--- config.mk ---
export PLATFORM = sky130hd
export DESIGN_NAME = nmcu_desc_store
export DESIGN_NICKNAME = d
export VERILOG_FILES = /design/src/verilog/nmcu_cfg_pkg.sv /design/src/verilog/nmcu_layer_pkg.sv /design/src/verilog/nmcu_desc_store.sv
export SDC_FILE = /design/constraint.sdc
export NUM_CORES = 1
export LEC_CHECK = 0
export ABC_AREA = 0
export BUFFER_PORTS_ARGS = -buffer_cell sky130_fd_sc_hd__buf_2
export CAP_MARGIN = 20
export CORE_UTILIZATION = 54
export CTS_CLUSTER_DIAMETER = 60
export DETAILED_ROUTE_END_ITERATION = 12
export PLACE_DENSITY = 0.76
export REMOVE_ABC_BUFFERS = 1
export SYNTH_ARGS = -nofsm -noshare
export SYNTH_HDL_FRONTEND = slang
export SYNTH_SLANG_ARGS = --single-unit
--- constraint.sdc ---
create_clock -name clk -period 1.5 [get_ports clk]
set_input_delay 0.225 -clock clk [delete_from_list [all_inputs] [get_ports clk]]
set_output_delay 0.225 -clock clk [all_outputs]
set_load 0.02 [all_outputs]
--- src/verilog/nmcu_cfg_pkg.sv ---
package nmcu_cfg_pkg;

    // memory side
    localparam int addr_w = 16;
    localparam int data_w = 32;

    // descriptor file depth
    localparam int max_descs = 8;
    localparam int desc_idx_w = $clog2(max_descs);
    // one extra bit so a full file of eight can be counted
    localparam int desc_cnt_w = $clog2(max_descs + 1);

    // largest tile edge held in the local banks
    localparam int max_dim = 15;
    localparam int dim_w = 4;

    typedef logic [addr_w-1:0] addr_t;

    // activations are signed words
    typedef logic signed [data_w-1:0] data_t;

    // tile row, column and size
    typedef logic [dim_w-1:0] dim_t;

    typedef logic [desc_idx_w-1:0] desc_idx_t;
    typedef logic [desc_cnt_w-1:0] desc_cnt_t;

endpackage
--- src/verilog/nmcu_layer_pkg.sv ---
package nmcu_layer_pkg;

    import nmcu_cfg_pkg::*;

    localparam int desc_w = 32;
    localparam int layer_type_w = 2;
    localparam int desc_rsvd_w = desc_w - layer_type_w - 2 * dim_w;

    // descriptor layer type field
    typedef enum logic [layer_type_w-1:0] {
        layer_nop  = 2'd0,
        layer_conv = 2'd1,
        layer_maxp = 2'd2,
        layer_relu = 2'd3
    } layer_type_t;

    // descriptor word as laid out in memory, lsb first: type, width, height
    typedef struct packed {
        logic [desc_rsvd_w-1:0] rsvd;
        dim_t                   height;
        dim_t                   width;
        layer_type_t            ltype;
    } desc_t;

    // one read word, a descriptor during descriptor fetch
    // and an activation during tile fetch
    typedef union packed {
        desc_t desc;
        data_t act;
    } mem_word_u;

    // visible on state_out
    typedef enum logic [3:0] {
        st_idle        = 4'd0,
        st_read_descs  = 4'd1,
        st_read_inputs = 4'd2,
        st_nop         = 4'd3,
        st_maxp        = 4'd4,
        st_relu        = 4'd5,
        st_finished    = 4'd6
    } nmcu_state_t;

endpackage

--- src/verilog/nmcu_desc_store.sv ---
module nmcu_desc_store
    import nmcu_cfg_pkg::*, nmcu_layer_pkg::*;
(
    input  logic      clk,
    input  logic      rst,
    input  logic      we,
    input  desc_idx_t idx,
    input  mem_word_u wdata,
    input  desc_idx_t cur_idx,
    output desc_t     cur_desc,
    output desc_cnt_t desc_count
);

    desc_t descs [max_descs];

    always_ff @(posedge clk) begin
        if (we) begin
            descs[idx] <= wdata.desc;
        end
    end

    // descriptors arrive in order, so the count follows the last index written
    always_ff @(posedge clk or posedge rst) begin
        if (rst) begin
            desc_count <= '0;
        end else if (we) begin
            desc_count <= desc_cnt_t'(idx) + desc_cnt_t'(1);
        end
    end

    assign cur_desc = descs[cur_idx];

endmodule

# == Word-level counts from Yosys, hierarchy flattened ==
# Memories as Yosys holds them, arrays and structs flattened.
# Index checks and enable logic that the tools add are counted.
# W data, S select, Z words.
# op_classes
addsub,1
n_mux,2
# op_table
op,count
$add A3 B1 Y4 const B,1
$mux W1,2
# totals
reg_bits,4
ram_bits,256
input_bits,41
output_inout_bits,36
n_memories,1
# memory_table
name,words,width,rd,rd_clocked_by_memory_dff,wr,line,source
descs,8,32,1,0,1,nmcu_desc_store.sv:14,desc_t descs [max_descs];

# == Logic depth before layout (Yosys ltp) ==
# logic_depth
depth_word,2
depth_mapped,4

# == Worst setup path before layout ==
# Ideal clock, no wire load.
# synth_path
kind,input-to-reg
start,input idx[0]
end,"memory descs[0][0] in the netlist's numbering, enable pin"
arrival_time_ns,2.610
required_time_ns,1.039
slack_ns,-1.571
path_stages,2
cell_sequence,nand2b_1 nor3_1
# synth_lines
item,line,source
from (decl),nmcu_desc_store.sv:7,"input desc_idx_t idx,"
to (decl),nmcu_desc_store.sv:14,
# No word-level cell before the write port.

==> metrics <==
largest net degree at the start of global routing=33; relative slew slack=0.753; Setup TNS=-16.03 ns; initial antenna violation count=1; DR DRC count=0; Chip Width=138 um; all-layer global routing usage=0.211; grt total ovfl=0; Final WS setup=-0.579 ns; total CTS buffers=25; register area share after synthesis=0.780; Yosys Warn Count=0; vias in the first global route=4,877; failing checks=setup timing; Fin. Hold Viols=0; Clock transition at path regs=0.06 ns; WP data required=1.27 ns; status=complete, but fails checks; vias=4,561; final worst path period share=1.39; skew final=0 ns; Final ANT Viol Nets=0; EDFF count, synth=256; worst endpoint data arrival time=1.85 ns; Leak=4.18 nW; setup bufs post-CTS=0; minimum clock period after layout=2.08 ns; dominant register cell in the synthesized netlist=edfxtp_1; worst hold margin=0.0112 ns; Synth Cell Area=9980 um2; DIE AREA=19,000 um2; initial core utilization=0.554; asr flop ratio synth=0.0154; average size of a mapped cell=25.2 um2; placed cells=710; Setup Viol. Count Final=32; synthesis-stage register bit count=260; Worst VDD drop=955 uV; routed len/inst=24.2 um; crit path kind=reg2out; CTS sink count=260; CTS tree=yes; Least-Margin Pin Slew=0.370 ns; hold crit path type=in2reg; row count=49; vias per cell=5.80; Cell Pwr Density=1290 nW/um2; TritonRoute pass-1 iters=7; 1st-iter DRT viols=442; Yosys cell types=19; Routed Wire Length=19.0 mm; HPWL Detailed=10.4 mm; GP Congestion=0.715; crit-path max FO=1; clk buf depth=3; Die H=138 um; Slew Viols, Final=0; Area Overhead vs Synth=23.2%; crit start category=flip-flop; final non-filler cell total=786; Fmax achieved=0.481 GHz; crit end category=output port; Max Cap Violations=0; Synth Instances=396; nets=582; first-pass GRT wire length=28.8 mm; share of cells above drive strength 1=0.433; worst skew pair latency=0.51 ns; IO Port Bufs=76; H-tree levels=1; RSZ-0062 raised after global routing=true; fin util=0.682; instance area at placement=11,000 um2; io pins=77; CORE AREA=18,000 um2; final instance area=12,300 um2; clock root cell=clkbuf_16
[cells by family (layout without fill, tap and decap cells)]
logic type	Yosys count	after routing	share of synthesized area
adder cells (fa/ha/maj)	1	1	0.00125
multiplexers	97	97	0.197
XOR/XNOR	1	1	0.000878
flip-flops	260	260	0.780
buffers and inverters	20	180	0.0129
AO/OA/AOI/OAI	3	3	0.00188
AND/OR/NAND/NOR	14	14	0.00627
other	0	1	0
[cell type report]
type / instances / area [um2]
Antenna cell: 1 / 2.50
Clock buffer: 32 / 652
Clock inverter: 11 / 160
Fill cell: 1142 / 5730
Inverter: 2 / 7.51
Multi-Input combinational cell: 116 / 2080
Sequential cell: 260 / 7790
Tap cell: 229 / 287
Timing Repair Buffer: 135 / 1320
[path summary, 6_finish.rpt]
| check | start | endpoint | slack [ns] | cells after the start |
|---|---|---|---|---|
| min in group asynchronous | rst | desc_count[1] | 0.16 | 3 |
| max in group asynchronous | rst | desc_count[3] | 1.19 | 3 |
| worst min register to register | desc_count[0] | desc_count[0] | 0.49 | 1 |
| worst max-delay path | descs[0][29] | cur_desc[29] | -0.58 | 3 |
| worst max register to register | desc_count[1] | desc_count[1] | 0.74 | 1 |
| worst min-delay path | wdata[23] | descs[1][23] | 0.01 | 1 |
[Yosys cell counts, types with 2 or more instances]
cell type | count | area share
mux4_2 | 24 | 0.054
inv_1 | 2 | 0.00075
buf_1 | 7 | 0.0026
mux2_2 | 33 | 0.037
nand2b_1 | 3 | 0.0019
nand2_1 | 2 | 0.00075
clkbuf_1 | 3 | 0.0011
nor3_1 | 2 | 0.0010
edfxtp_1 | 256 | 0.77
dfrtp_1 | 4 | 0.010
nor2_1 | 7 | 0.0026
buf_6 | 7 | 0.0079
mux4_1 | 40 | 0.11
[per-stage QoR]
stage / setup WS (ns) / power (W)
after floorplan: -1.57 / 0.00896
after global placement: -0.368 / 0.00946
after detailed placement: -0.376 / 0.00951
after CTS: -0.603 / 0.0160
after global routing: -0.601 / 0.0163
final: -0.579 / 0.0159
[cells in the final DEF (no fill, tap or decap), drive strengths merged]
cell           n
a21oi          1
buf          103
bufinv         4
clkbuf        32
clkinv         6
clkinvlp       1
dfrtp          4
diode          1
dlygate4sd3   32
edfxtp       256
ha             1
inv            2
mux2          33
mux4          64
nand2          2
nand2b         3
nor2           7
nor3           2
o21a           1
o22ai          1
xnor2          1
[per-layer routing]
| layer | share of wire | vias up | GRT usage |
|---|---|---|---|
| met3 | 0.082 | 21 | 0.0355 |
| met4 | 0.011 | 0 | 0.0537 |
| li1 | - | 1979 | - |
| met1 | 0.41 | 2359 | 0.309 |
| met5 | 0 | - | 0 |
| met2 | 0.49 | 202 | 0.334 |
[critical path: stages (launching register included)]
cell	delay (ns)
edfxtp_1	0.40
mux4_2	0.49
mux2_4	0.32
buf_6	0.14
[report_power, final]
group          leakage (nW)  total [W]  internal [W]  switching, W
combinational          1.41    0.00134      0.000702      0.000642
sequential             2.37    0.00830       0.00823     0.0000656
clock                 0.394    0.00624       0.00375       0.00249
total                  4.18     0.0159        0.0127       0.00320
[state kept, by name, summed over array words and instances, names as in the netlist]
register	cells
descs	256
desc_count	4
[timing repair]
action | 4_1_cts | 5_1_grt
gates resized for setup | 124 | 6
cloned | 0 | 0
pin swaps | 0 | 0
endpoints found under the hold margin | 235 | 0
endpoints found under the setup margin | 32 | 32
hold buffers | 32 | 0
(Power assumes the default switching activity.)
