--- config.mk ---
export PLATFORM = sky130hd
export DESIGN_NAME = nmcu_scan_counter_flat
export DESIGN_NICKNAME = d
export VERILOG_FILES = /design/src/verilog/nmcu_cfg_pkg.sv /design/src/verilog/nmcu_ifs.sv /design/src/verilog/nmcu_scan_counter.sv /design/src/flat_wrapper.sv
export SDC_FILE = /design/constraint.sdc
export NUM_CORES = 1
export LEC_CHECK = 0
export BUFFER_PORTS_ARGS = -buffer_cell sky130_fd_sc_hd__buf_2
export CAP_MARGIN = 20
export CORE_AREA = 4 4 41 43
export DETAILED_ROUTE_END_ITERATION = 12
export DIE_AREA = 0 0 45 47
export GPL_ROUTABILITY_DRIVEN = 0
export PLACE_DENSITY_LB_ADDON = 0.2
export REMOVE_ABC_BUFFERS = 1
export SYNTH_ARGS = -nofsm -noshare
export SYNTH_HDL_FRONTEND = slang
export SYNTH_SLANG_ARGS = --single-unit
export TNS_END_PERCENT = 30
--- constraint.sdc ---
create_clock -name clk -period 2.7 [get_ports clk]
set_clock_uncertainty 0.15 [all_clocks]
set_input_delay 0.405 -clock clk [delete_from_list [all_inputs] [get_ports clk]]
set_output_delay 0.405 -clock clk [all_outputs]
set_load 0.01 [all_outputs]
--- src/verilog/nmcu_cfg_pkg.sv ---
package nmcu_cfg_pkg;

    // memory side
    localparam int addr_w = 16;
    localparam int data_w = 32;

    // descriptor file depth
    localparam int max_descs = 8;
    localparam int desc_idx_w = $clog2(max_descs);
    // one extra bit so a full file of eight can be counted
    localparam int desc_cnt_w = $clog2(max_descs + 1);

    // largest tile edge held in the local banks
    localparam int max_dim = 15;
    localparam int dim_w = 4;

    typedef logic [addr_w-1:0] addr_t;

    // activations are signed words
    typedef logic signed [data_w-1:0] data_t;

    // tile row, column and size
    typedef logic [dim_w-1:0] dim_t;

    typedef logic [desc_idx_w-1:0] desc_idx_t;
    typedef logic [desc_cnt_w-1:0] desc_cnt_t;

endpackage
--- src/verilog/nmcu_ifs.sv ---
// row/column scan between the sequencer and the scan counter
interface scan_if
    import nmcu_cfg_pkg::*;
();

    // from the sequencer
    logic clear;
    logic step;
    dim_t width;
    dim_t height;

    // from the counter
    dim_t row;
    dim_t col;
    logic row_last;
    logic done_last;

    modport ctrl (
        output clear,
        output step,
        output width,
        output height,
        input  row,
        input  col,
        input  row_last,
        input  done_last
    );

    modport counter (
        input  clear,
        input  step,
        input  width,
        input  height,
        output row,
        output col,
        output row_last,
        output done_last
    );

endinterface

--- src/verilog/nmcu_scan_counter.sv ---
module nmcu_scan_counter
    import nmcu_cfg_pkg::*;
(
    input  logic   clk,
    input  logic   rst,
    scan_if.counter scan
);

    dim_t row;
    dim_t col;
    dim_t last_col;
    dim_t last_row;

    assign last_col = scan.width - 1'b1;
    assign last_row = scan.height - 1'b1;

    assign scan.row       = row;
    assign scan.col       = col;
    assign scan.row_last  = (col == last_col);
    assign scan.done_last = scan.row_last && (row == last_row);

    always_ff @(posedge clk or posedge rst) begin
        if (rst) begin
            row <= '0;
            col <= '0;
        end else if (scan.clear) begin
            // clear wins over a step in the same cycle
            row <= '0;
            col <= '0;
        end else if (scan.step) begin
            if (scan.row_last) begin
                col <= '0;
                row <= row + 1'b1;
            end else begin
                col <= col + 1'b1;
            end
        end
    end

endmodule

--- src/flat_wrapper.sv ---
// flat-port wrapper written by rule: the top's interface ports become plain ports
module nmcu_scan_counter_flat import nmcu_cfg_pkg::*;
  (clk, rst, scan_clear, scan_step, scan_width, scan_height, scan_row, scan_col, scan_row_last, scan_done_last);
  scan_if scan_i ();
  input  logic clk;
  input  logic rst;
  input wire logic [$bits(scan_i.clear)-1:0] scan_clear;
  input wire logic [$bits(scan_i.step)-1:0] scan_step;
  input wire logic [$bits(scan_i.width)-1:0] scan_width;
  input wire logic [$bits(scan_i.height)-1:0] scan_height;
  output wire logic [$bits(scan_i.row)-1:0] scan_row;
  output wire logic [$bits(scan_i.col)-1:0] scan_col;
  output wire logic [$bits(scan_i.row_last)-1:0] scan_row_last;
  output wire logic [$bits(scan_i.done_last)-1:0] scan_done_last;
  assign scan_i.clear = scan_clear;
  assign scan_i.step = scan_step;
  assign scan_i.width = scan_width;
  assign scan_i.height = scan_height;
  assign scan_row = scan_i.row;
  assign scan_col = scan_i.col;
  assign scan_row_last = scan_i.row_last;
  assign scan_done_last = scan_i.done_last;
  nmcu_scan_counter u_core (.clk(clk), .rst(rst), .scan(scan_i));
endmodule
* Yosys cells after proc, flatten, opt, wreduce, memory -nomap -nowiden
Index checks and enable logic that the tools add are counted.
** Storage, ports and cells
- Input bits :: 12
- Word-level logic and storage cells :: 18
- Register bits after elaboration :: 8
** Operators by class
- Multiplexer cells :: 6
- Eq/ne operators :: 2
- Reductions and logical operators :: 4
- $add $sub $neg :: 4
** Operators with widths (count)
- 4-bit two-way mux :: 6
- 4-bit by 1-bit adder with 4-bit output, second input constant :: 2
- 4-bit equality test :: 2
- 4-bit by 1-bit subtractor with 4-bit output, second input constant :: 2
- 2-bit nonzero test :: 2
- 2-bit AND reduction :: 1
- 1-bit logical AND :: 1

* Depth between registers and ports, before layout
Gate-level depths: netlist of run 1.
- Word-level depth :: 5
- Mapped depth :: 6

* Least setup slack after synthesis of run 1
OpenSTA, ideal clock, no wires.
- Path type :: input -> output
- Start :: in scan_width[0]
- End :: out scan_done_last
- Arrival :: 1378 ps
- Data required time :: 2145 ps
- Cell stages on the path :: 5
- Slack :: 767 ps
- Cells stage by stage :: inv_1 > ha_1 > xor2_1 > nand3_4 > nor3_1
** On the way
- Word-level cells in the longest chain between the ends :: 3
** Ends and longest elaborated chain
- start, declared :: line flat_wrapper.sv:9 : input wire logic [$bits(scan_i.width)-1:0] scan_width;
- 4-bit by 1-bit subtractor with 4-bit output :: line nmcu_scan_counter.sv:14 : assign last_col = scan.width - 1'b1;
- 4-bit equality test :: line nmcu_scan_counter.sv:19 : assign scan.row_last = (col == last_col);
- 1-bit logical AND :: line nmcu_scan_counter.sv:20 : assign scan.done_last = scan.row_last && (row == last_row);
- end, declared :: line flat_wrapper.sv:14 : output wire logic [$bits(scan_i.done_last)-1:0] scan_done_last;
No other way between the ends.

* Final worst setup path of run 1
- Start :: reg u_core.col[2] (netlist: u_core.scan.col[2])
- End :: out scan_done_last
** On the way
- Word-level cells in the longest chain between the ends :: 2
** Ends and longest elaborated chain
- start, declared :: line nmcu_scan_counter.sv:10 : dim_t col;
- start signal, assigned :: line nmcu_scan_counter.sv:35 : col <= col + 1'b1;
- 4-bit equality test :: line nmcu_scan_counter.sv:19
- 1-bit logical AND :: line nmcu_scan_counter.sv:20
No other way between the ends.

==> metrics, run 1 <==
Synth Area in XOR/XNOR=21.39%; CP max FO=8; max-cap viol count=0; worst endpoint required time=2.14 ns; die area=0.002115 mm2; DR WL/cell=13.33 um; Final nets=106; antenna viol nets, final=0; FF/Latch Area=200.2 um2; Fillers=122; Critical Path AT=1.61 ns; simple-gate share of the synthesized area=23.17%; post-route insts no fill=103; final HPWL from detailed placement=1078 um; Slowest Stage Delay on Critical Path=0.44 ns; WHS=0.2698 ns; largest net degree at the start of global routing=12; grt total ovfl=0; worst min-delay path category=in -> reg; Via Count=547; First DRT Iteration DRCs=3; initial antenna violation count=0; area of the multi-input gates=401.6 um2; CP max stage cell=xnor3_2; Startpoint Class=register; Max clock buf depth=2; # setup viols final=0; area share of fa/ha/maj cells after synthesis=7.921%; area delta synth->final=24.75%; critical-path cell list=xnor3_2 > nand3_4 > nor3_1 > buf_2; Mapped Cells=64; RSZ-0062 raised after global routing=false; initial core utilization=48.56%; Max Freq=0.4623 GHz; Distinct cells, synth=26; dpl cell area=755.7 um2; number of global-route vias before repair=544; die width=45 um; first-pass GRT wire length=2187 um; Setup Buffers After CTS=0; Max-Slew Margin vs Limit=74.23%; crit path time final=2.163 ns; CTS tree=built; Critical Path End Type=output port; clock slew at reported path FFs=0.06 ns; combinational family with the most area after synthesis=simple AND/OR/NAND/NOR gates; Worst IR Drop VDD=0.0002704 V; final cycle utilization of the critical path=80.11%; diode count=0; std cell rows=13; post-synthesis cell area=631.9 um2; Final Max Tran Viols=0; vias per inst=5.311; Setup CP Type=reg -> out; GRT Total Usage=14.66%; flops & latches, synth=8; static leakage=0.4169 nW; Tightest Pin Transition=0.3846 ns; Syn Area/Cell=9.873 um2; Pwr Density=376.0 mW/mm2; port bufs=21; Ys Warns=0; Die H=47 um; register area share after synthesis=31.68%; layout cells sized above 1=37.50%; design area=788.3 um2; Compound-Gate Fraction of Synth Area=7.723%; Final Hold Fails=0; H-tree depth=1; outcome=finished, final reports clean; clk sink count=8; DRC errors left=0; IO Pins=22; Post-Route WL=1373 um; Root Driver=clkbuf_4; drt pass-1 iters=2; setup TNS=0 ns; Core Area=0.001301 mm2; TritonCTS Buffers=3; Clk Latency, worst-skew pair=0.26 ns; post-synthesis mux area share=3.366%; placed insts=99
final cells by class:
| cell class | count | area share (%) |
|---|---|---|
| inverters | 6 | 2.857 |
| multi-input cells | 48 | 50.95 |
| repair buffers | 23 | 15.56 |
| well taps | 15 | 2.381 |
| clock buffers | 3 | 2.857 |
| flip-flops and latches | 8 | 25.40 |
cell usage in the layout (no fill, tap or decap), drive strengths merged, types with 2 or more instances in the layout:
| cell type | n |
|---|---|
| buf | 22 |
| dfrtp | 8 |
| xor2 | 7 |
| inv | 6 |
| nor3 | 5 |
| a21oi | 4 |
| ha | 4 |
| xnor2 | 4 |
| nand4 | 3 |
| nand2b | 3 |
| clkbuf | 3 |
| nand2 | 2 |
| o31ai | 2 |
| or4 | 2 |
| nor2 | 2 |
final timing paths:
check	startpoint	end	slack [ns]	cells past startpoint
min in group asynchronous	rst	u_core.scan.col[3]	0.49	3
setup reg to reg	u_core.scan.col[2]	u_core.scan.row[3]	0.82	4
hold / removal	scan_clear	u_core.scan.row[2]	0.27	2
setup / recovery	u_core.scan.col[2]	scan_done_last	0.54	4
hold reg to reg	u_core.scan.row[3]	u_core.scan.row[3]	0.45	2
max in group asynchronous	rst	u_core.scan.row[1]	1.66	3
cell usage after synthesis, drive strengths merged:
cell type  n  area (um2)
a21oi      4       20.02
and3       1       7.510
clkbuf     2       7.510
dfrtp      8       200.2
ha         4       50.05
inv        6       22.52
mux2       1       11.26
mux2i      1       10.01
nand2      2       7.510
nand2b     3       18.77
nand3      1       17.52
nand4      3       18.77
nor2       2       7.510
nor2b      1       6.260
nor3       5       35.03
nor4       1       6.260
o211ai     1       7.510
o22ai      1       6.260
o31ai      2       15.01
or3        1       6.260
or4        2       15.01
xnor2      4       50.05
xnor3      1       23.77
xor2       7       61.31
sequential cells by signal (all words and copies together) (netlist names):
signal,count
u_core.scan.row,4
u_core.scan.col,4
metrics by stage:
step	util [%]	setup WS, ns	total power, mW
final	60.58	0.5370	0.2964
after global routing	60.58	0.4872	0.3142
after CTS	60.58	0.5268	0.3015
after detailed placement	58.08	0.5467	0.2019
after global placement	58.08	0.5705	0.2001
after floorplan	-	0.7673	0.1746
critical path, delay by kind of cell, from the launching register on:
kind / cells / cell delay [ns]
flops: 1 / 0.43
simple gates: 2 / 0.32
buf+inv: 1 / 0.16
xor+xnor: 1 / 0.44
routing by layer:
layer | wire length (um) | part of all wire [%] | track usage [%] | vias up
met2 | 647 | 47 | 24.29 | 15
met5 | 0 | 0 | 0 | -
met4 | 11 | 0.80 | 8.772 | 0
li1 | - | - | - | 274
met3 | 81 | 5.9 | 3.448 | 2
met1 | 634 | 46 | 17.25 | 256
where the power goes:
| part | internal, mW | switching [mW] | total, mW |
|---|---|---|---|
| combinational | 0.0323 | 0.0395 | 0.0717 |
| sequential | 0.123 | 0.00593 | 0.129 |
| clock | 0.0511 | 0.0442 | 0.0953 |
| total | 0.207 | 0.0896 | 0.296 |
cells by family (layout without fill, tap and decap cells):
kind of cell / Yosys count / in the layout
AND/OR/NAND/NOR: 22 / 22
multiplexers: 2 / 2
adder cells (fa/ha/maj): 4 / 4
AO/OA/AOI/OAI: 8 / 8
buffers and inverters: 8 / 32
XOR/XNOR: 12 / 12
flip-flops: 8 / 8
timing repair:
| action | in CTS | in global routing |
|---|---|---|
| endpoints found under the setup margin | 0 | 0 |
| resized for setup | 0 | 0 |
| hold buffers | 1 | 0 |
| hold endpoints to repair | 8 | 0 |
Note: power is estimated with default switching activity, not from simulation.
==> inputs of run 2 (changes only) <==
--- a/config.mk
+++ b/config.mk
@@ -7,9 +7,10 @@
 export LEC_CHECK = 0
 export BUFFER_PORTS_ARGS = -buffer_cell sky130_fd_sc_hd__buf_2
 export CAP_MARGIN = 20
-export CORE_AREA = 4 4 41 43
+export CORE_ASPECT_RATIO = 0.9
+export CORE_MARGIN = 4
+export CORE_UTILIZATION = 43
 export DETAILED_ROUTE_END_ITERATION = 12
-export DIE_AREA = 0 0 45 47
 export GPL_ROUTABILITY_DRIVEN = 0
 export PLACE_DENSITY_LB_ADDON = 0.2
 export REMOVE_ABC_BUFFERS = 1
==> constraint.sdc (replaced) <==
create_clock -name clk -period 1.8 [get_ports clk]
set_clock_uncertainty 0.15 [all_clocks]
set_input_delay 0.27 -clock clk [delete_from_list [all_inputs] [get_ports clk]]
set_output_delay 0.27 -clock clk [all_outputs]
set_load 0.01 [all_outputs]
==> metrics, run 2 (synthesis gave the netlist of run 1 again) <==
outcome=finished, violations left; failing checks=negative setup slack; Tightest Pin Transition=0.3233 ns; final cycle utilization of the critical path=100.3%; Startpoint Class=input pin; setup TNS=-0.008104 ns; Pwr Density=527.5 mW/mm2; vias per inst=5.279; IO Pins=22; First DRT Iteration DRCs=12; Setup CP Type=in -> out; dpl ws=-0.09938 ns; largest net degree at the start of global routing=12; Most Crowded Layer GR=met2; Max Freq=0.5540 GHz; die area=0.002147 mm2; clock slew at reported path FFs=0.06 ns; post-route insts no fill=111; final worst slack=-0.005205 ns; Final nets=115; area delta synth->final=38.61%; DRC errors left=0; Root Driver=clkbuf_4; Max-Slew Margin vs Limit=78.42%; initial antenna violation count=0; Critical Path AT=1.39 ns; TritonCTS Buffers=3; Top cell by count, worst path=buf_2; biggest regs=u_core.scan.col: 4 flops, u_core.scan.row: 4 flops; GRT Total Usage=15.05%; Slowest Stage Delay on Critical Path=0.42 ns; GR Layer Usage met1=19.59%; initial core utilization=48.37%; first-pass GRT wire length=2456 um; met3 usage=7.071%; DR WL/cell=13.82 um; met2 Use GR=21.88%; crit path time final=1.805 ns; Via Count=586; worst min-delay path category=in -> reg; worst endpoint required time=1.38 ns; # setup viols final=3; Largest delay share family, worst path=XOR/XNOR gates; Core Area=0.001306 mm2; Power, Total=0.4620 mW; std cell rows=12; CP bufs+invs=3; Die H=44.37 um; Final Hold Fails=0; most frequent cells in the layout=21 x buf_2, 10 x buf_4, 8 x dfrtp_1, 6 x inv_1, 6 x xor2_1; Max clock buf depth=2; drt pass-1 iters=4; CP max stage cell=xnor3_2; CP max FO=7; die width=48.41 um; Final Max Tran Viols=0; placed insts=103; port bufs=21; static leakage=0.4631 nW; antenna viol nets, final=0; clk sink count=8; Clk Latency, worst-skew pair=0.25 ns; Worst IR Drop VDD=0.0003973 V; H-tree depth=1; RSZ-0062 raised after global routing=true; Critical Path End Type=output port; final HPWL from detailed placement=1101 um; CTS tree=built; diode count=0; commonest non-fill, non-tap cell in the layout=buf_2; grt total ovfl=0; Post-Route WL=1534 um; layout cells sized above 1=47.42%; max-cap viol count=0; number of global-route vias before repair=542; critical-path cell list=buf_2 > inv_1 > ha_1 > xnor3_2 > nand3_4 > nor3_2 > buf_2
[run 2: cell types whose count changed in the layout (fill, tap and decap cells not counted)]
| cell | delta |
|---|---|
| nor2_1 | -1 |
| nor4_1 | -1 |
| xor2_1 | -1 |
| nor2_2 | +1 |
| nor4_2 | +1 |
| nor3_2 | +1 |
| nor3_1 | -1 |
| xor2_2 | +1 |
| buf_4 | +9 |
[run 2: worst paths after layout]
check | start | to | slack (ns) | cells after the start
setup reg to reg | u_core.scan.col[3] | u_core.scan.row[2] | 0 | 5
min in group asynchronous | rst | u_core.scan.col[1] | 0.35 | 3
hold / removal | scan_step | u_core.scan.col[0] | 0.16 | 2
setup / recovery | scan_width[0] | scan_done_last | -0.005 | 7
hold reg to reg | u_core.scan.col[1] | u_core.scan.col[1] | 0.48 | 2
max in group asynchronous | rst | u_core.scan.row[1] | 0.91 | 3
[run 2: worst reg2reg max path, stage by stage (launching register included)]
cell and delay (ns):
dfrtp_1 0.42, xnor2_2 0.17, xnor2_2 0.18, buf_4 0.18
or4_1 0.50, a21oi_1 0.13
[run 2: cell type report]
class	instances	area [um2]
fill	108	430.4
multi-input combinational	48	422.9
sequential	8	200.2
timing repair buffer	32	190.2
clock buffer	3	22.52
inverter	6	22.52
tap	14	17.52
[run 2: repair_timing]
item                                    in CTS  in global routing
cloned                                       0                  0
pin swaps                                    5                  0
hold buffers                                 1                  0
setup buffers                                3                  1
endpoints found under the setup margin       2                  6
resized for setup                            2                  2
hold endpoints to repair                     8                  0
[run 2: report_power, final]
group          switching (mW)  internal [mW]  leakage (nW)
sequential            0.00669          0.185         0.110
clock                  0.0625         0.0764        0.0138
combinational          0.0686         0.0627         0.339
total                   0.138          0.324         0.463
[run 2: through the flow]
step / hold slack [ns] / utilization, % / area [um2]
after CTS: 0.1528 / 65.42 / 854.6
after global placement: 0.08212 / 60.63 / 792.0
after detailed placement: 0.08405 / 60.63 / 792.0
after floorplan: -0.06434 / - / 624.3
after global routing: 0.1583 / 67.05 / 875.8
final: 0.1559 / 67.05 / 875.8
[run 2: metal layers]
metal / part of all wire [%] / up-vias
met3: 6.5 / 2
met5: 0 / -
met1: 46 / 271
met2: 47 / 21
met4: 0.52 / 0
li1: - / 292
