[src/verilog/nmcu_cfg_pkg.sv]
package nmcu_cfg_pkg;

    // memory side
    localparam int addr_w = 16;
    localparam int data_w = 32;

    // descriptor file depth
    localparam int max_descs = 8;
    localparam int desc_idx_w = $clog2(max_descs);
    // one extra bit so a full file of eight can be counted
    localparam int desc_cnt_w = $clog2(max_descs + 1);

    // largest tile edge held in the local banks
    localparam int max_dim = 15;
    localparam int dim_w = 4;

    typedef logic [addr_w-1:0] addr_t;

    // activations are signed words
    typedef logic signed [data_w-1:0] data_t;

    // tile row, column and size
    typedef logic [dim_w-1:0] dim_t;

    typedef logic [desc_idx_w-1:0] desc_idx_t;
    typedef logic [desc_cnt_w-1:0] desc_cnt_t;

endpackage
[src/verilog/nmcu_layer_pkg.sv]
package nmcu_layer_pkg;

    import nmcu_cfg_pkg::*;

    localparam int desc_w = 32;
    localparam int layer_type_w = 2;
    localparam int desc_rsvd_w = desc_w - layer_type_w - 2 * dim_w;

    // descriptor layer type field
    typedef enum logic [layer_type_w-1:0] {
        layer_nop  = 2'd0,
        layer_conv = 2'd1,
        layer_maxp = 2'd2,
        layer_relu = 2'd3
    } layer_type_t;

    // descriptor word as laid out in memory, lsb first: type, width, height
    typedef struct packed {
        logic [desc_rsvd_w-1:0] rsvd;
        dim_t                   height;
        dim_t                   width;
        layer_type_t            ltype;
    } desc_t;

    // one read word, a descriptor during descriptor fetch
    // and an activation during tile fetch
    typedef union packed {
        desc_t desc;
        data_t act;
    } mem_word_u;

    // visible on state_out
    typedef enum logic [3:0] {
        st_idle        = 4'd0,
        st_read_descs  = 4'd1,
        st_read_inputs = 4'd2,
        st_nop         = 4'd3,
        st_maxp        = 4'd4,
        st_relu        = 4'd5,
        st_finished    = 4'd6
    } nmcu_state_t;

endpackage

[src/verilog/nmcu_ifs.sv]
// row/column scan between the sequencer and the scan counter
interface scan_if
    import nmcu_cfg_pkg::*;
();

    // from the sequencer
    logic clear;
    logic step;
    dim_t width;
    dim_t height;

    // from the counter
    dim_t row;
    dim_t col;
    logic row_last;
    logic done_last;

    modport ctrl (
        output clear,
        output step,
        output width,
        output height,
        input  row,
        input  col,
        input  row_last,
        input  done_last
    );

    modport counter (
        input  clear,
        input  step,
        input  width,
        input  height,
        output row,
        output col,
        output row_last,
        output done_last
    );

endinterface

[src/verilog/nmcu_sequencer.sv]
module nmcu_sequencer
    import nmcu_cfg_pkg::*, nmcu_layer_pkg::*;
(
    input  logic        clk,
    input  logic        rst,
    input  logic        start,
    input  addr_t       nmcu_desc,
    input  addr_t       input_addr,
    input  addr_t       output_addr,
    input  dim_t        full_input_width,
    output logic        mem_sel,
    output logic        mem_w,
    output addr_t       mem_addr,
    output data_t       mem_wdata,
    input  data_t       mem_rdata,
    input  logic        mem_ready,
    output nmcu_state_t state_out,
    scan_if.ctrl        scan,
    input  desc_t       cur_desc,
    input  desc_cnt_t   desc_count,
    output logic        desc_we,
    output desc_idx_t   desc_idx,
    output mem_word_u   rdata,
    output logic        act_we,
    output logic        act_sel_flip,
    output logic        act_fill,
    output dim_t        wr_row,
    output dim_t        wr_col,
    output data_t       wr_data,
    output logic        alu_load,
    output layer_type_t alu_op,
    input  data_t       alu_result,
    input  data_t       act_rdata
);

    nmcu_state_t state;
    nmcu_state_t dispatch_state;
    desc_idx_t   idx;
    dim_t        size_w;
    dim_t        size_h;
    logic        phase;
    logic        in_layer;
    logic        mem_done;
    logic        layer_step;
    logic        layer_last;
    logic        chain_end;
    logic        fetch_stop;
    mem_word_u   rd_word;

    function automatic nmcu_state_t layer_state(input layer_type_t ltype);
        case (ltype)
            layer_maxp: return st_maxp;
            layer_relu: return st_relu;
            // nop and conv both close the chain
            default:    return st_nop;
        endcase
    endfunction

    assign rd_word    = mem_rdata;
    assign mem_done   = mem_sel && mem_ready;
    assign in_layer   = (state == st_maxp) || (state == st_relu);
    assign layer_step = in_layer && phase;
    assign layer_last = layer_step && scan.done_last;
    assign chain_end  = (desc_cnt_t'(idx) + desc_cnt_t'(1)) == desc_count;

    // descriptor fetch ends at a nop or on the last slot
    assign fetch_stop = (idx == desc_idx_t'(max_descs - 1))
                        || (rd_word.desc.ltype == layer_nop);

    // look one descriptor ahead on the last element so the next layer is known
    assign desc_idx       = layer_last ? idx + 1'b1 : idx;
    assign dispatch_state = layer_state(cur_desc.ltype);

    // max-pool scans its halved output grid
    assign scan.width  = (state == st_maxp) ? (size_w >> 1) : size_w;
    assign scan.height = (state == st_maxp) ? (size_h >> 1) : size_h;
    assign scan.step   = (((state == st_read_inputs) || (state == st_nop)) && mem_done)
                         || layer_step;
    assign scan.clear  = (state == st_idle) || (scan.step && scan.done_last);

    assign desc_we = (state == st_read_descs) && mem_done;
    assign rdata   = rd_word;

    assign act_fill     = (state == st_read_inputs);
    assign act_we       = (act_fill && mem_done) || layer_step;
    assign act_sel_flip = layer_last;
    assign wr_row       = scan.row;
    assign wr_col       = scan.col;
    assign wr_data      = act_fill ? rd_word.act : alu_result;

    assign alu_load = in_layer && !phase;
    assign alu_op   = (state == st_maxp) ? layer_maxp : layer_relu;

    assign state_out = state;

    always_ff @(posedge clk or posedge rst) begin
        if (rst) begin
            state    <= st_idle;
            idx      <= '0;
            size_w   <= '0;
            size_h   <= '0;
            phase    <= 1'b0;
            mem_sel  <= 1'b0;
            mem_w    <= 1'b0;
            mem_addr <= '0;
        end else begin
            case (state)
                st_idle: begin
                    if (start) begin
                        state    <= st_read_descs;
                        mem_sel  <= 1'b1;
                        mem_addr <= nmcu_desc;
                        idx      <= '0;
                    end
                end
                st_read_descs: begin
                    if (!mem_sel) begin
                        mem_sel <= 1'b1;
                    end else if (mem_ready) begin
                        mem_sel <= 1'b0;
                        // only descriptor 0 sets the tile size
                        if (idx == '0) begin
                            size_w <= rd_word.desc.width;
                            size_h <= rd_word.desc.height;
                        end
                        if (fetch_stop) begin
                            state    <= st_read_inputs;
                            idx      <= '0;
                            mem_addr <= input_addr;
                        end else begin
                            idx      <= idx + 1'b1;
                            mem_addr <= mem_addr + 1'b1;
                        end
                    end
                end
                st_read_inputs: begin
                    if (!mem_sel) begin
                        mem_sel <= 1'b1;
                    end else if (mem_ready) begin
                        mem_sel <= 1'b0;
                        if (scan.done_last) begin
                            state    <= dispatch_state;
                            mem_addr <= output_addr;
                        end else if (scan.row_last) begin
                            // jump to the start of the next tile row in the image
                            mem_addr <= mem_addr + addr_t'(full_input_width)
                                        - addr_t'(size_w) + 1'b1;
                        end else begin
                            mem_addr <= mem_addr + 1'b1;
                        end
                    end
                end
                st_maxp, st_relu: begin
                    phase <= ~phase;
                    if (layer_last) begin
                        size_w   <= scan.width;
                        size_h   <= scan.height;
                        idx      <= idx + 1'b1;
                        state    <= chain_end ? st_nop : dispatch_state;
                        mem_addr <= output_addr;
                    end
                end
                st_nop: begin
                    if (!mem_sel) begin
                        mem_sel <= 1'b1;
                        mem_w   <= 1'b1;
                    end else if (mem_ready) begin
                        mem_sel  <= 1'b0;
                        mem_w    <= 1'b0;
                        mem_addr <= mem_addr + 1'b1;
                        if (scan.done_last) begin
                            state <= st_finished;
                        end
                    end
                end
                default: begin
                    // finished, parked until reset
                end
            endcase
        end
    end

    // write data is latched as the strobe goes up and held through the access
    always_ff @(posedge clk) begin
        if (state == st_nop && !mem_sel) begin
            mem_wdata <= act_rdata;
        end
    end

endmodule

[src/flat_wrapper.sv]
// flat-port wrapper written by rule: the top's interface ports become plain ports
module nmcu_sequencer_flat import nmcu_cfg_pkg::*, nmcu_layer_pkg::*;
  (clk, rst, start, nmcu_desc, input_addr, output_addr, full_input_width, mem_sel, mem_w, mem_addr, mem_wdata, mem_rdata, mem_ready, state_out, cur_desc, desc_count, desc_we, desc_idx, rdata, act_we, act_sel_flip, act_fill, wr_row, wr_col, wr_data, alu_load, alu_op, alu_result, act_rdata, scan_clear, scan_step, scan_width, scan_height, scan_row, scan_col, scan_row_last, scan_done_last);
  scan_if scan_i ();
  input  logic clk;
  input  logic rst;
  input  logic start;
  input  addr_t nmcu_desc;
  input  addr_t input_addr;
  input  addr_t output_addr;
  input  dim_t full_input_width;
  output logic mem_sel;
  output logic mem_w;
  output addr_t mem_addr;
  output data_t mem_wdata;
  input  data_t mem_rdata;
  input  logic mem_ready;
  output nmcu_state_t state_out;
  input  desc_t cur_desc;
  input  desc_cnt_t desc_count;
  output logic desc_we;
  output desc_idx_t desc_idx;
  output mem_word_u rdata;
  output logic act_we;
  output logic act_sel_flip;
  output logic act_fill;
  output dim_t wr_row;
  output dim_t wr_col;
  output data_t wr_data;
  output logic alu_load;
  output layer_type_t alu_op;
  input  data_t alu_result;
  input  data_t act_rdata;
  output wire logic [$bits(scan_i.clear)-1:0] scan_clear;
  output wire logic [$bits(scan_i.step)-1:0] scan_step;
  output wire logic [$bits(scan_i.width)-1:0] scan_width;
  output wire logic [$bits(scan_i.height)-1:0] scan_height;
  input wire logic [$bits(scan_i.row)-1:0] scan_row;
  input wire logic [$bits(scan_i.col)-1:0] scan_col;
  input wire logic [$bits(scan_i.row_last)-1:0] scan_row_last;
  input wire logic [$bits(scan_i.done_last)-1:0] scan_done_last;
  assign scan_clear = scan_i.clear;
  assign scan_step = scan_i.step;
  assign scan_width = scan_i.width;
  assign scan_height = scan_i.height;
  assign scan_i.row = scan_row;
  assign scan_i.col = scan_col;
  assign scan_i.row_last = scan_row_last;
  assign scan_i.done_last = scan_done_last;
  nmcu_sequencer u_core (.clk(clk), .rst(rst), .start(start), .nmcu_desc(nmcu_desc), .input_addr(input_addr), .output_addr(output_addr), .full_input_width(full_input_width), .mem_sel(mem_sel), .mem_w(mem_w), .mem_addr(mem_addr), .mem_wdata(mem_wdata), .mem_rdata(mem_rdata), .mem_ready(mem_ready), .state_out(state_out), .scan(scan_i), .cur_desc(cur_desc), .desc_count(desc_count), .desc_we(desc_we), .desc_idx(desc_idx), .rdata(rdata), .act_we(act_we), .act_sel_flip(act_sel_flip), .act_fill(act_fill), .wr_row(wr_row), .wr_col(wr_col), .wr_data(wr_data), .alu_load(alu_load), .alu_op(alu_op), .alu_result(alu_result), .act_rdata(act_rdata));
endmodule
[config.mk]
export PLATFORM = sky130hd
export DESIGN_NAME = nmcu_sequencer_flat
export DESIGN_NICKNAME = d
export VERILOG_FILES = /design/src/verilog/nmcu_cfg_pkg.sv /design/src/verilog/nmcu_layer_pkg.sv /design/src/verilog/nmcu_ifs.sv /design/src/verilog/nmcu_sequencer.sv /design/src/flat_wrapper.sv
export SDC_FILE = /design/constraint.sdc
export NUM_CORES = 1
export LEC_CHECK = 0
export ABC_AREA = 1
export ABC_CLOCK_PERIOD_IN_PS = 2800
export BUFFER_PORTS_ARGS = -buffer_cell sky130_fd_sc_hd__buf_4
export CAP_MARGIN = 10
export CORE_AREA = 3 3 132 134
export CTS_BUF_LIST = sky130_fd_sc_hd__clkbuf_2
export DETAILED_ROUTE_END_ITERATION = 10
export DIE_AREA = 0 0 135 137
export GPL_TIMING_DRIVEN = 0
export PLACE_DENSITY = 0.79
export RECOVER_POWER = 25
export REMOVE_ABC_BUFFERS = 1
export SLEW_MARGIN = 20
export SYNTH_ARGS = -nofsm -noshare
export SYNTH_HDL_FRONTEND = slang
export SYNTH_SLANG_ARGS = --single-unit
export TNS_END_PERCENT = 1
[constraint.sdc]
create_clock -name clk -period 2.8 [get_ports clk]
set_input_delay 0.28 -clock clk [delete_from_list [all_inputs] [get_ports clk]]
set_output_delay 0.28 -clock clk [all_outputs]
set_load 0.1 [all_outputs]
# Word-level counts from Yosys, hierarchy flattened
# Cells that the tools add are included.
[classes]
add_sub_neg = 6
n_mul = 0
n_eq_ne = 22
n_reduce_logical = 32
bitwise_logic = 1
n_div = 0
shifts = 0
mux = 52
n_lt_le_gt_ge = 0
[ops]
columns = ["operator", "count"]
rows = [
  ["two-way mux 16 bit", 11],
  ["two-way mux 4 bit", 22],
  ["case mux 16 bit (5 select lines)", 1],
  ["adder 16 x 1 -> 16 bit, second input constant", 2],
  ["two-way mux 32 bit", 1],
  ["case mux 4 bit (5 select lines)", 1],
  ["inequality test 2 bit, second input constant", 9],
  ["adder 16 x 4 -> 16 bit", 1],
  ["case mux 4 bit (2 select lines)", 2],
  ["subtractor 16 x 4 -> 16 bit", 1],
  ["two-way mux 3 bit", 5],
  ["AND reduction 12 bit", 1],
  ["logical AND 1 bit", 9],
  ["case mux 3 bit (3 select lines)", 1],
  ["AND reduction 9 bit", 1],
  ["== test 4 x 2 -> 1 bit, second input constant", 2],
  ["== test 4 x 3 -> 1 bit, second input constant", 2],
  ["inequality test 2 x 1 -> 1 bit, second input constant", 4],
  ["logical OR 1 bit", 6],
  ["two-way mux 1 bit", 6],
  ["case mux 3 bit (2 select lines)", 1],
  ["AND reduction 5 bit", 1],
  ["nonzero test 5 bit", 1],
  ["adder 3 x 1 -> 4 bit, second input constant", 1],
  ["17 further kinds", 21],
]
[totals]
wordCells = 122
rom_bits = 0
reg_bits = 66
latchBits = 0
mem_bits_rw = 0
memories = 0

# Logic depth before layout (Yosys ltp)
# Gate-level depths: netlist (run 1).
[depth]
depth_word = 8
ltp_mapped = 17
ltp_nobuf = 17

# Worst setup path before layout (run 1)
# Ideal clock, no wire load.
[synth_timing]
path_kind = "register to register"
from = "register u_core.state[2], in the netlist u_core.state_out[2]"
to = "register u_core.size_h[0]"
t_arrival_ns = 4.618
setup_slack_ns = -1.902
synth_period_minus_slack_ns = 4.702
stages_incl_launch_ff = 7
path_cell_list = "dfrtp_1 -> buf_4 -> nand2_4 -> clkbuf_1 -> o21ai_0 -> nand2_1 -> a31oi_1"
[synth_rtl]
columns = ["element", "line", "text"]
rows = [
  ["start, declared", "nmcu_sequencer.sv:36", "nmcu_state_t state;"],
  ["start signal, assigned", "nmcu_sequencer.sv:98", "state <= st_idle;"],
  ["start signal, assigned", "nmcu_sequencer.sv:110", "state <= st_read_descs;"],
  ["start signal, assigned", "nmcu_sequencer.sv:127", "state <= st_read_inputs;"],
  ["== test 4 x 3 -> 1 bit", "nmcu_sequencer.sv:76", "assign scan.height = (state == st_maxp) ? (size_h >> 1) : size_h;"],
  ["two-way mux 4 bit", "nmcu_sequencer.sv:76", ""],
  ["net scan_height[0]", "flat_wrapper.sv:37", "output wire logic [$bits(scan_i.height)-1:0] scan_height;"],
  ["two-way mux 4 bit", "nmcu_sequencer.sv:155", "if (layer_last) begin"],
  ["case mux 4 bit (2 select lines)", "nmcu_sequencer.sv:107", "case (state)"],
  ["end signal, assigned", "nmcu_sequencer.sv:124", "size_h <= rd_word.desc.height;"],
  ["end signal, assigned", "nmcu_sequencer.sv:157", "size_h <= scan.height;"],
  ["end, declared", "nmcu_sequencer.sv:40", "dim_t size_h;"],
]
# The timed path passes the listed nets, and every way through them passes these cells. The select of a mux whose other input is x is not followed.
# A chain may end at the register's enable or synchronous reset.

# Final worst setup path (run 1)
[layout_timing]
from = "register u_core.state[0], in the netlist u_core.state_out[0]"
to = "output port scan_clear"
[layout_between]
elab_chain_cells = 6
[layout_lines]
columns = ["element", "line", "text"]
rows = [
  ["== test 4 x 2 -> 1 bit / == test 4 x 3 -> 1 bit (equally long branches)", "nmcu_sequencer.sv:77, nmcu_sequencer.sv:61", ""],
  ["logical OR 1 bit, on equally long branches", "nmcu_sequencer.sv:77, nmcu_sequencer.sv:61", ""],
  ["logical AND 1 bit, on equally long branches", "nmcu_sequencer.sv:77, nmcu_sequencer.sv:62", ""],
  ["logical OR 1 bit", "nmcu_sequencer.sv:78", "|| layer_step;"],
  ["logical AND 1 bit", "nmcu_sequencer.sv:79", "assign scan.clear = (state == st_idle) || (scan.step && scan.done_last);"],
  ["logical OR 1 bit (*)", "nmcu_sequencer.sv:79", ""],
  ["end, declared", "flat_wrapper.sv:34", "output wire logic [$bits(scan_i.clear)-1:0] scan_clear;"],
]
# Mark *: on every way between the ends. The rest lies on a longest branch, timed or not.

==> impl_metrics.tcl, run 1 <==
set metrics [dict create \
    grt_usage_pct 26.6 \
    synth_warnings 0 \
    slowest_delay_ps 490 \
    slew_headroom_pct 10.1 \
    fin_crit_ps 2740 \
    p_leak_nw 4.78 \
    rows 47 \
    initial_core_util_pct 37.4 \
    grt_pass1_vias 6975 \
    gp_congestion 0.969 \
    synthCells 921 \
    fin_setup_tns_ps 0 \
    synth_seq_area_share_pct 29.1 \
    ys.flop_type "dfrtp_1" \
    hold_class "in2reg" \
    die_w_um 135 \
    slew_violations 0 \
    wl_per_cell_um 17.8 \
    core_area_mm2 0.0164 \
    synthArstFlopShare_pct 50.8 \
    fin_skew_ps 33.4 \
    cts_max_path_buffers 2 \
    status "finished clean" \
    wl_met1_um 9400 \
    rsz0062_at_grt "true" \
    routed.top_layer "met4" \
    totalWireLength_um 25700 \
    start_kind "flop" \
    fin_crit_sh_pct 97.8 \
    setup_viol 0 \
    syn_area_per_cell_um2 6.66 \
    fillers 1564 \
    wl_met3_um 2350 \
    via_count 7172 \
    area_growth_pct 46.0 \
    worst_setup_path_end_kind "output pin" \
    multiInputGateArea_mm2 0.00343 \
    synth_area_mm2 0.00613 \
    layout-drive-gt1-share_pct 31.3 \
    arrival_ps 2460 \
    diodes 0 \
    nets 1448 \
    report.final.hold_viol_count 0 \
    grt_max_degree 36 \
    clk_pin_slew_ps 210 \
    grt-ovfl-total 0 \
    dieArea_mm2 0.0185 \
    die_h_um 137 \
    clock-root-buffer "clkbuf_2" \
    pin_count 344 \
    fin_cells 1439 \
    grt_pass1_wl_um 37700 \
    critPathKind "reg2out" \
    crit_chain "inv_2 > nor2_4 > nand2_2 > nand2_8 > inv_6 > nor2_4 > a21oi_1 > o22ai_1 > buf_4" \
    fmax_mhz 365 \
    cts_buffers 9 \
    cp_common_cell "nor2_4" \
    wl_met2_um 13000 \
    ir_drop_mv 1.05 \
    area.sequential_mm2 0.00179 \
    cts_sinks 65 \
    viasPerCell 4.98 \
    required_ps 2520 \
    synth_cell_types 47 \
    portBuffers 295 \
    cts-htree-levels 3 \
    dp_cells 1371 \
    tightest_slew_ps 1350 \
    drv_cap 0 \
    clk_latency_ps 570 \
    cp_slowest_cell "dfrtp_2" \
    drt_iter0_markers 492 \
    antenna_found_initial 0 \
    antenna_left 0 \
    dr.pass1.iters 5 \
    fin_ws_ps 60.8 \
    power-per-cell-area_mw_per_mm2 1420 \
    synth_edf_count 32 \
    route.detailed.drc 0 \
    cp_max_fo 23 \
    tritoncts "yes" \
    dp_hpwl_um 19600 \
    ys_ff_latch 65 \
    place_ws_ps -262 \
]
==> flip-flops by register name (all words and copies together), names as in the netlist <==
signal / count
u_core.size_h: 4
u_core.state_out: 3
u_core.mem_w: 1
u_core.mem_sel: 1
u_core.mem_addr: 16
u_core.phase: 1
u_core.idx: 3
u_core.size_w: 4
u_core.mem_wdata: 32
==> path summary, 6_finish.rpt <==
path	start	endpoint	slack (ps)	depth (start not counted)
max in group asynchronous	rst	u_core.state_out[1]$_DFFE_PP0P_	780	4
min in group asynchronous	rst	u_core.mem_addr[12]$_DFFE_PP0P_	280	3
worst min register to register	u_core.mem_w$_DFFE_PP0P_	u_core.mem_w$_DFFE_PP0P_	560	2
worst min-delay path	mem_rdata[9]	u_core.size_h[3]$_DFFE_PP0P_	40	3
worst max-delay path	u_core.state_out[0]$_DFFE_PP0P_	scan_clear	60	9
worst max register to register	u_core.mem_addr[3]$_DFFE_PP0P_	u_core.mem_addr[14]$_DFFE_PP0P_	220	15
==> cells in the final DEF (no fill, tap or decap), types with 4 or more instances in the layout <==
cell type / synthesis / final
a21oi_1: 32 / 32
a21oi_2: 5 / 5
a22oi_1: 7 / 7
a31oi_1: 5 / 5
buf_4: 46 / 261
buf_6: 2 / 4
buf_8: 1 / 4
clkbuf_2: 0 / 9
clkbuf_4: 0 / 33
clkinvlp_4: 0 / 4
dfrtp_1: 33 / 27
dfrtp_2: 0 / 6
dlygate4sd3_1: 0 / 41
edfxtp_1: 32 / 32
fa_1: 4 / 4
ha_1: 31 / 30
inv_1: 128 / 126
inv_2: 8 / 8
nand2_1: 315 / 313
nand2_4: 4 / 5
nand3_1: 54 / 53
nand4_1: 10 / 10
nor2_1: 69 / 68
nor2_2: 9 / 7
nor2_4: 6 / 9
nor3_1: 4 / 4
o211ai_1: 8 / 8
o21ai_0: 45 / 43
xnor2_1: 4 / 4
xor2_1: 11 / 10
==> metal layers <==
layer	global-route usage, %	vias up
met1	30.7	3266
met3	6.69	59
met4	10.5	0
met5	0	-
met2	47.4	394
li1	-	3453
==> cell usage after synthesis (8+ instances only) <==
cell | instances | area [µm²]
nand2_1 | 315 | 1180
inv_1 | 128 | 480
nor2_1 | 69 | 259
nand3_1 | 54 | 270
buf_4 | 46 | 345
o21ai_0 | 45 | 225
dfrtp_1 | 33 | 826
a21oi_1 | 32 | 160
edfxtp_1 | 32 | 961
ha_1 | 31 | 388
xor2_1 | 11 | 96.3
nand4_1 | 10 | 62.6
clkbuf_1 | 9 | 33.8
nor2_2 | 9 | 56.3
inv_2 | 8 | 30.0
o211ai_1 | 8 | 60.1
==> cell type report <==
class | count | share of cell area [%]
multi-input combinational | 652 | 38.3
timing repair buffer | 348 | 31.4
sequential | 65 | 20.0
inverter | 137 | 5.85
tap | 220 | 3.07
clock inverter | 6 | 0.671
clock buffer | 9 | 0.503
timing repair inverter | 2 | 0.168
==> per-stage QoR <==
| stage | cell area (µm²) | util, % | total power [mW] | hold slack (ps) |
|---|---|---|---|---|
| 5_1_grt | 8960 | 54.6 | 13.6 | 33.0 |
| 2_1_floorplan | 5650 | - | 9.05 | 379 |
| 4_1_cts | 8900 | 54.3 | 12.5 | 2.09 |
| 6_report | 8960 | 54.6 | 12.7 | 43.5 |
| 3_3_place_gp | 8140 | 49.6 | 11.5 | 458 |
| 3_5_place_dp | 8220 | 50.1 | 11.7 | 274 |
==> kinds of logic (layout without fill, tap and decap cells) <==
family                     after synthesis  in the layout  synth area share (%)
AOI/OAI and AO/OA                      115            115                  11.3
buffers and inverters                  205            502                  16.2
xor gates and xnor gates                15             15                  2.14
DFF                                     65             65                  29.1
other                                    2              2                 0.122
and+or+nand+nor                        484            485                  33.5
adders and majority gates               35             35                  7.63
==> power breakdown <==
part	internal [mW]	switching, mW	total (mW)
clock	0.196	0.400	0.596
combinational	2.74	7.67	10.4
sequential	1.29	0.421	1.71
total	4.22	8.49	12.7
==> worst max-delay path: cells and delay by family, from the launching register on <==
family	cells	cell delay, ps
simple gates	4	400
flops	1	490
compound gates	2	390
buf+inv	3	610
==> timing repair <==
item,CTS,global route
endpoints found under the hold margin,73,0
buffers inserted,5,4
hold buffers,41,0
resized for setup,28,11
endpoints found under the setup margin,41,38
gates cloned,2,1
pin swaps,1,1
Power figures use the tool's default switching activity.
==> run 2, diff against run 1 <==
--- a/config.mk
+++ b/config.mk
@@ -14,6 +14,7 @@
 export DETAILED_ROUTE_END_ITERATION = 10
 export DIE_AREA = 0 0 135 137
 export GPL_TIMING_DRIVEN = 0
+export MAX_ROUTING_LAYER = met4
 export PLACE_DENSITY = 0.79
 export RECOVER_POWER = 25
 export REMOVE_ABC_BUFFERS = 1
==> impl_metrics.tcl, run 2 (synthesis gave the netlist of run 1 again) <==
set metrics [dict create \
    grt_usage_pct 28.2 \
    viasPerCell 5.01 \
    clock-root-buffer "clkbuf_2" \
    clk_pin_slew_ps 230 \
    multiInputGateArea_mm2 0.00342 \
    arrival_ps 2480 \
    grt_pass1_vias 7137 \
    initial_core_util_pct 37.4 \
    cp_max_fo 31 \
    pin_count 344 \
    p_leak_nw 4.85 \
    cts_buffers 9 \
    violations "max-capacitance violations, max-slew violations" \
    start_kind "flop" \
    report.final.hold_viol_count 0 \
    tritoncts "yes" \
    fillers 1543 \
    antenna_left 0 \
    final_util_pct 55.5 \
    cts-htree-levels 3 \
    totalWireLength_um 26200 \
    antenna_found_initial 0 \
    wl_per_cell_um 18.0 \
    tightest_slew_ps 1590 \
    required_ps 2520 \
    fin_crit_sh_pct 98.7 \
    area_growth_pct 48.3 \
    fmax_mhz 362 \
    power-per-cell-area_mw_per_mm2 1430 \
    dp_hpwl_um 19500 \
    largest_reg_flops 32 \
    status "finished with violations" \
    route.detailed.drc 0 \
    final_cell_mix "nand2_1 (313), buf_4 (262), inv_1 (127), nor2_1 (68), nand3_1 (53)" \
    r2r_end "u_core.mem_addr[7]$_DFFE_PP0P_" \
    final_common_cell "nand2_1" \
    die_w_um 135 \
    min_to "u_core.mem_addr[0]$_DFFE_PP0P_" \
    fin_setup_tns_ps 0 \
    portBuffers 295 \
    area.sequential_mm2 0.00179 \
    drt_iter0_markers 594 \
    rows 47 \
    top_regs "u_core.mem_wdata (32), u_core.mem_addr (16)" \
    hold_class "in2reg" \
    core_area_mm2 0.0164 \
    fin_skew_ps 63.0 \
    largest_register "u_core.mem_wdata" \
    clk_latency_ps 600 \
    cts_max_path_buffers 2 \
    grt_max_degree 32 \
    grt_pass1_wl_um 38800 \
    worst_setup_path_end_kind "output pin" \
    dieArea_mm2 0.0185 \
    die_h_um 137 \
    ir_drop_mv 0.874 \
    cts_sinks 65 \
    min_from "nmcu_desc[0]" \
    setup_viol 0 \
    r2r_slack_ps 70 \
    r2r_start "u_core.state_out[0]$_DFFE_PP0P_" \
    slew_violations 27 \
    rsz0062_at_grt "true" \
    nets 1460 \
    slew_headroom_pct -5.96 \
    drv_cap 1 \
    dr.pass1.iters 5 \
    reg2regPathDepth 11 \
    grt-ovfl-total 0 \
    critPathKind "reg2out" \
    diodes 0 \
    via_count 7281 \
    whs_ps 30.0 \
    layout-drive-gt1-share_pct 31.7 \
    gp_congestion 0.978 \
    fin_crit_ps 2760 \
    min_path_cells 5 \
]
run 2: cell type report:
| type | instances | area share [%] |
|---|---|---|
| Clock inverter | 6 | 1.00 |
| Sequential cell | 65 | 19.7 |
| Timing Repair inverter | 2 | 0.138 |
| Clock buffer | 10 | 0.550 |
| Timing Repair Buffer | 359 | 32.2 |
| Multi-Input combinational cell | 653 | 37.6 |
| Inverter | 137 | 5.79 |
| Tap cell | 220 | 3.03 |
run 2: repair_timing:
item,4_1_cts,5_1_grt
buffers inserted,8,8
cloned,4,0
endpoints found under the hold margin,77,0
setup endpoints to repair,42,39
hold buffers,45,0
pin swaps,4,1
resized for setup,30,10
run 2: how the worst max path moves through the flow:
stage | start | end | slack [ps]
detailed placement | u_core.state_out[2]$_DFFE_PP0P_ | wr_data[17] | -370
global placement | u_core.state_out[2]$_DFFE_PP0P_ | wr_data[17] | -1290
finish | u_core.state_out[1]$_DFFE_PP0P_ | wr_data[14] | 40
floorplan | u_core.state_out[1]$_DFFE_PP0P_ | wr_data[3] | -1860
CTS | u_core.state_out[0]$_DFFE_PP0P_ | desc_idx[1] | 0.8
global route | u_core.state_out[0]$_DFFE_PP0P_ | desc_idx[2] | -60
run 2: where the power goes:
group	total [mW]	leakage [nW]	switching, mW	internal [mW]
registers	1.69	0.677	0.396	1.29
logic	10.6	4.09	7.76	2.81
clock network	0.731	0.0865	0.426	0.305
run 2: per-layer routing:
| metal | track usage, % | up-vias | wire, µm |
|---|---|---|---|
| met5 | - | - | 0 |
| met4 | 9.57 | 0 | 714 |
| met3 | 5.88 | 62 | 2240 |
| met2 | 49.5 | 407 | 13600 |
| li1 | - | 3473 | - |
| met1 | 32.2 | 3339 | 9620 |
run 2: metrics by stage:
step / total power, mW / instances / setup WS (ps) / area [µm²]
3_5_place_dp: 11.7 / 1371 / -370 / 8230
6_report: 13.0 / 1452 / 37.0 / 9100
5_1_grt: 13.9 / 1452 / -64.2 / 9100
3_3_place_gp: 11.5 / 1368 / -1290 / 8140
2_1_floorplan: 9.05 / 853 / -1860 / 5650
4_1_cts: 12.7 / 1444 / 0.817 / 9020
run 2: worst max-delay path, cell delays in order (launching register included):
cell	delay [ps]
dfrtp_2	510
inv_2	130
nor2_4	60
nand2_4	190
buf_16	230
clkinvlp_4	240
buf_12	200
nand2_1	60
nand2_1	80
buf_6	190
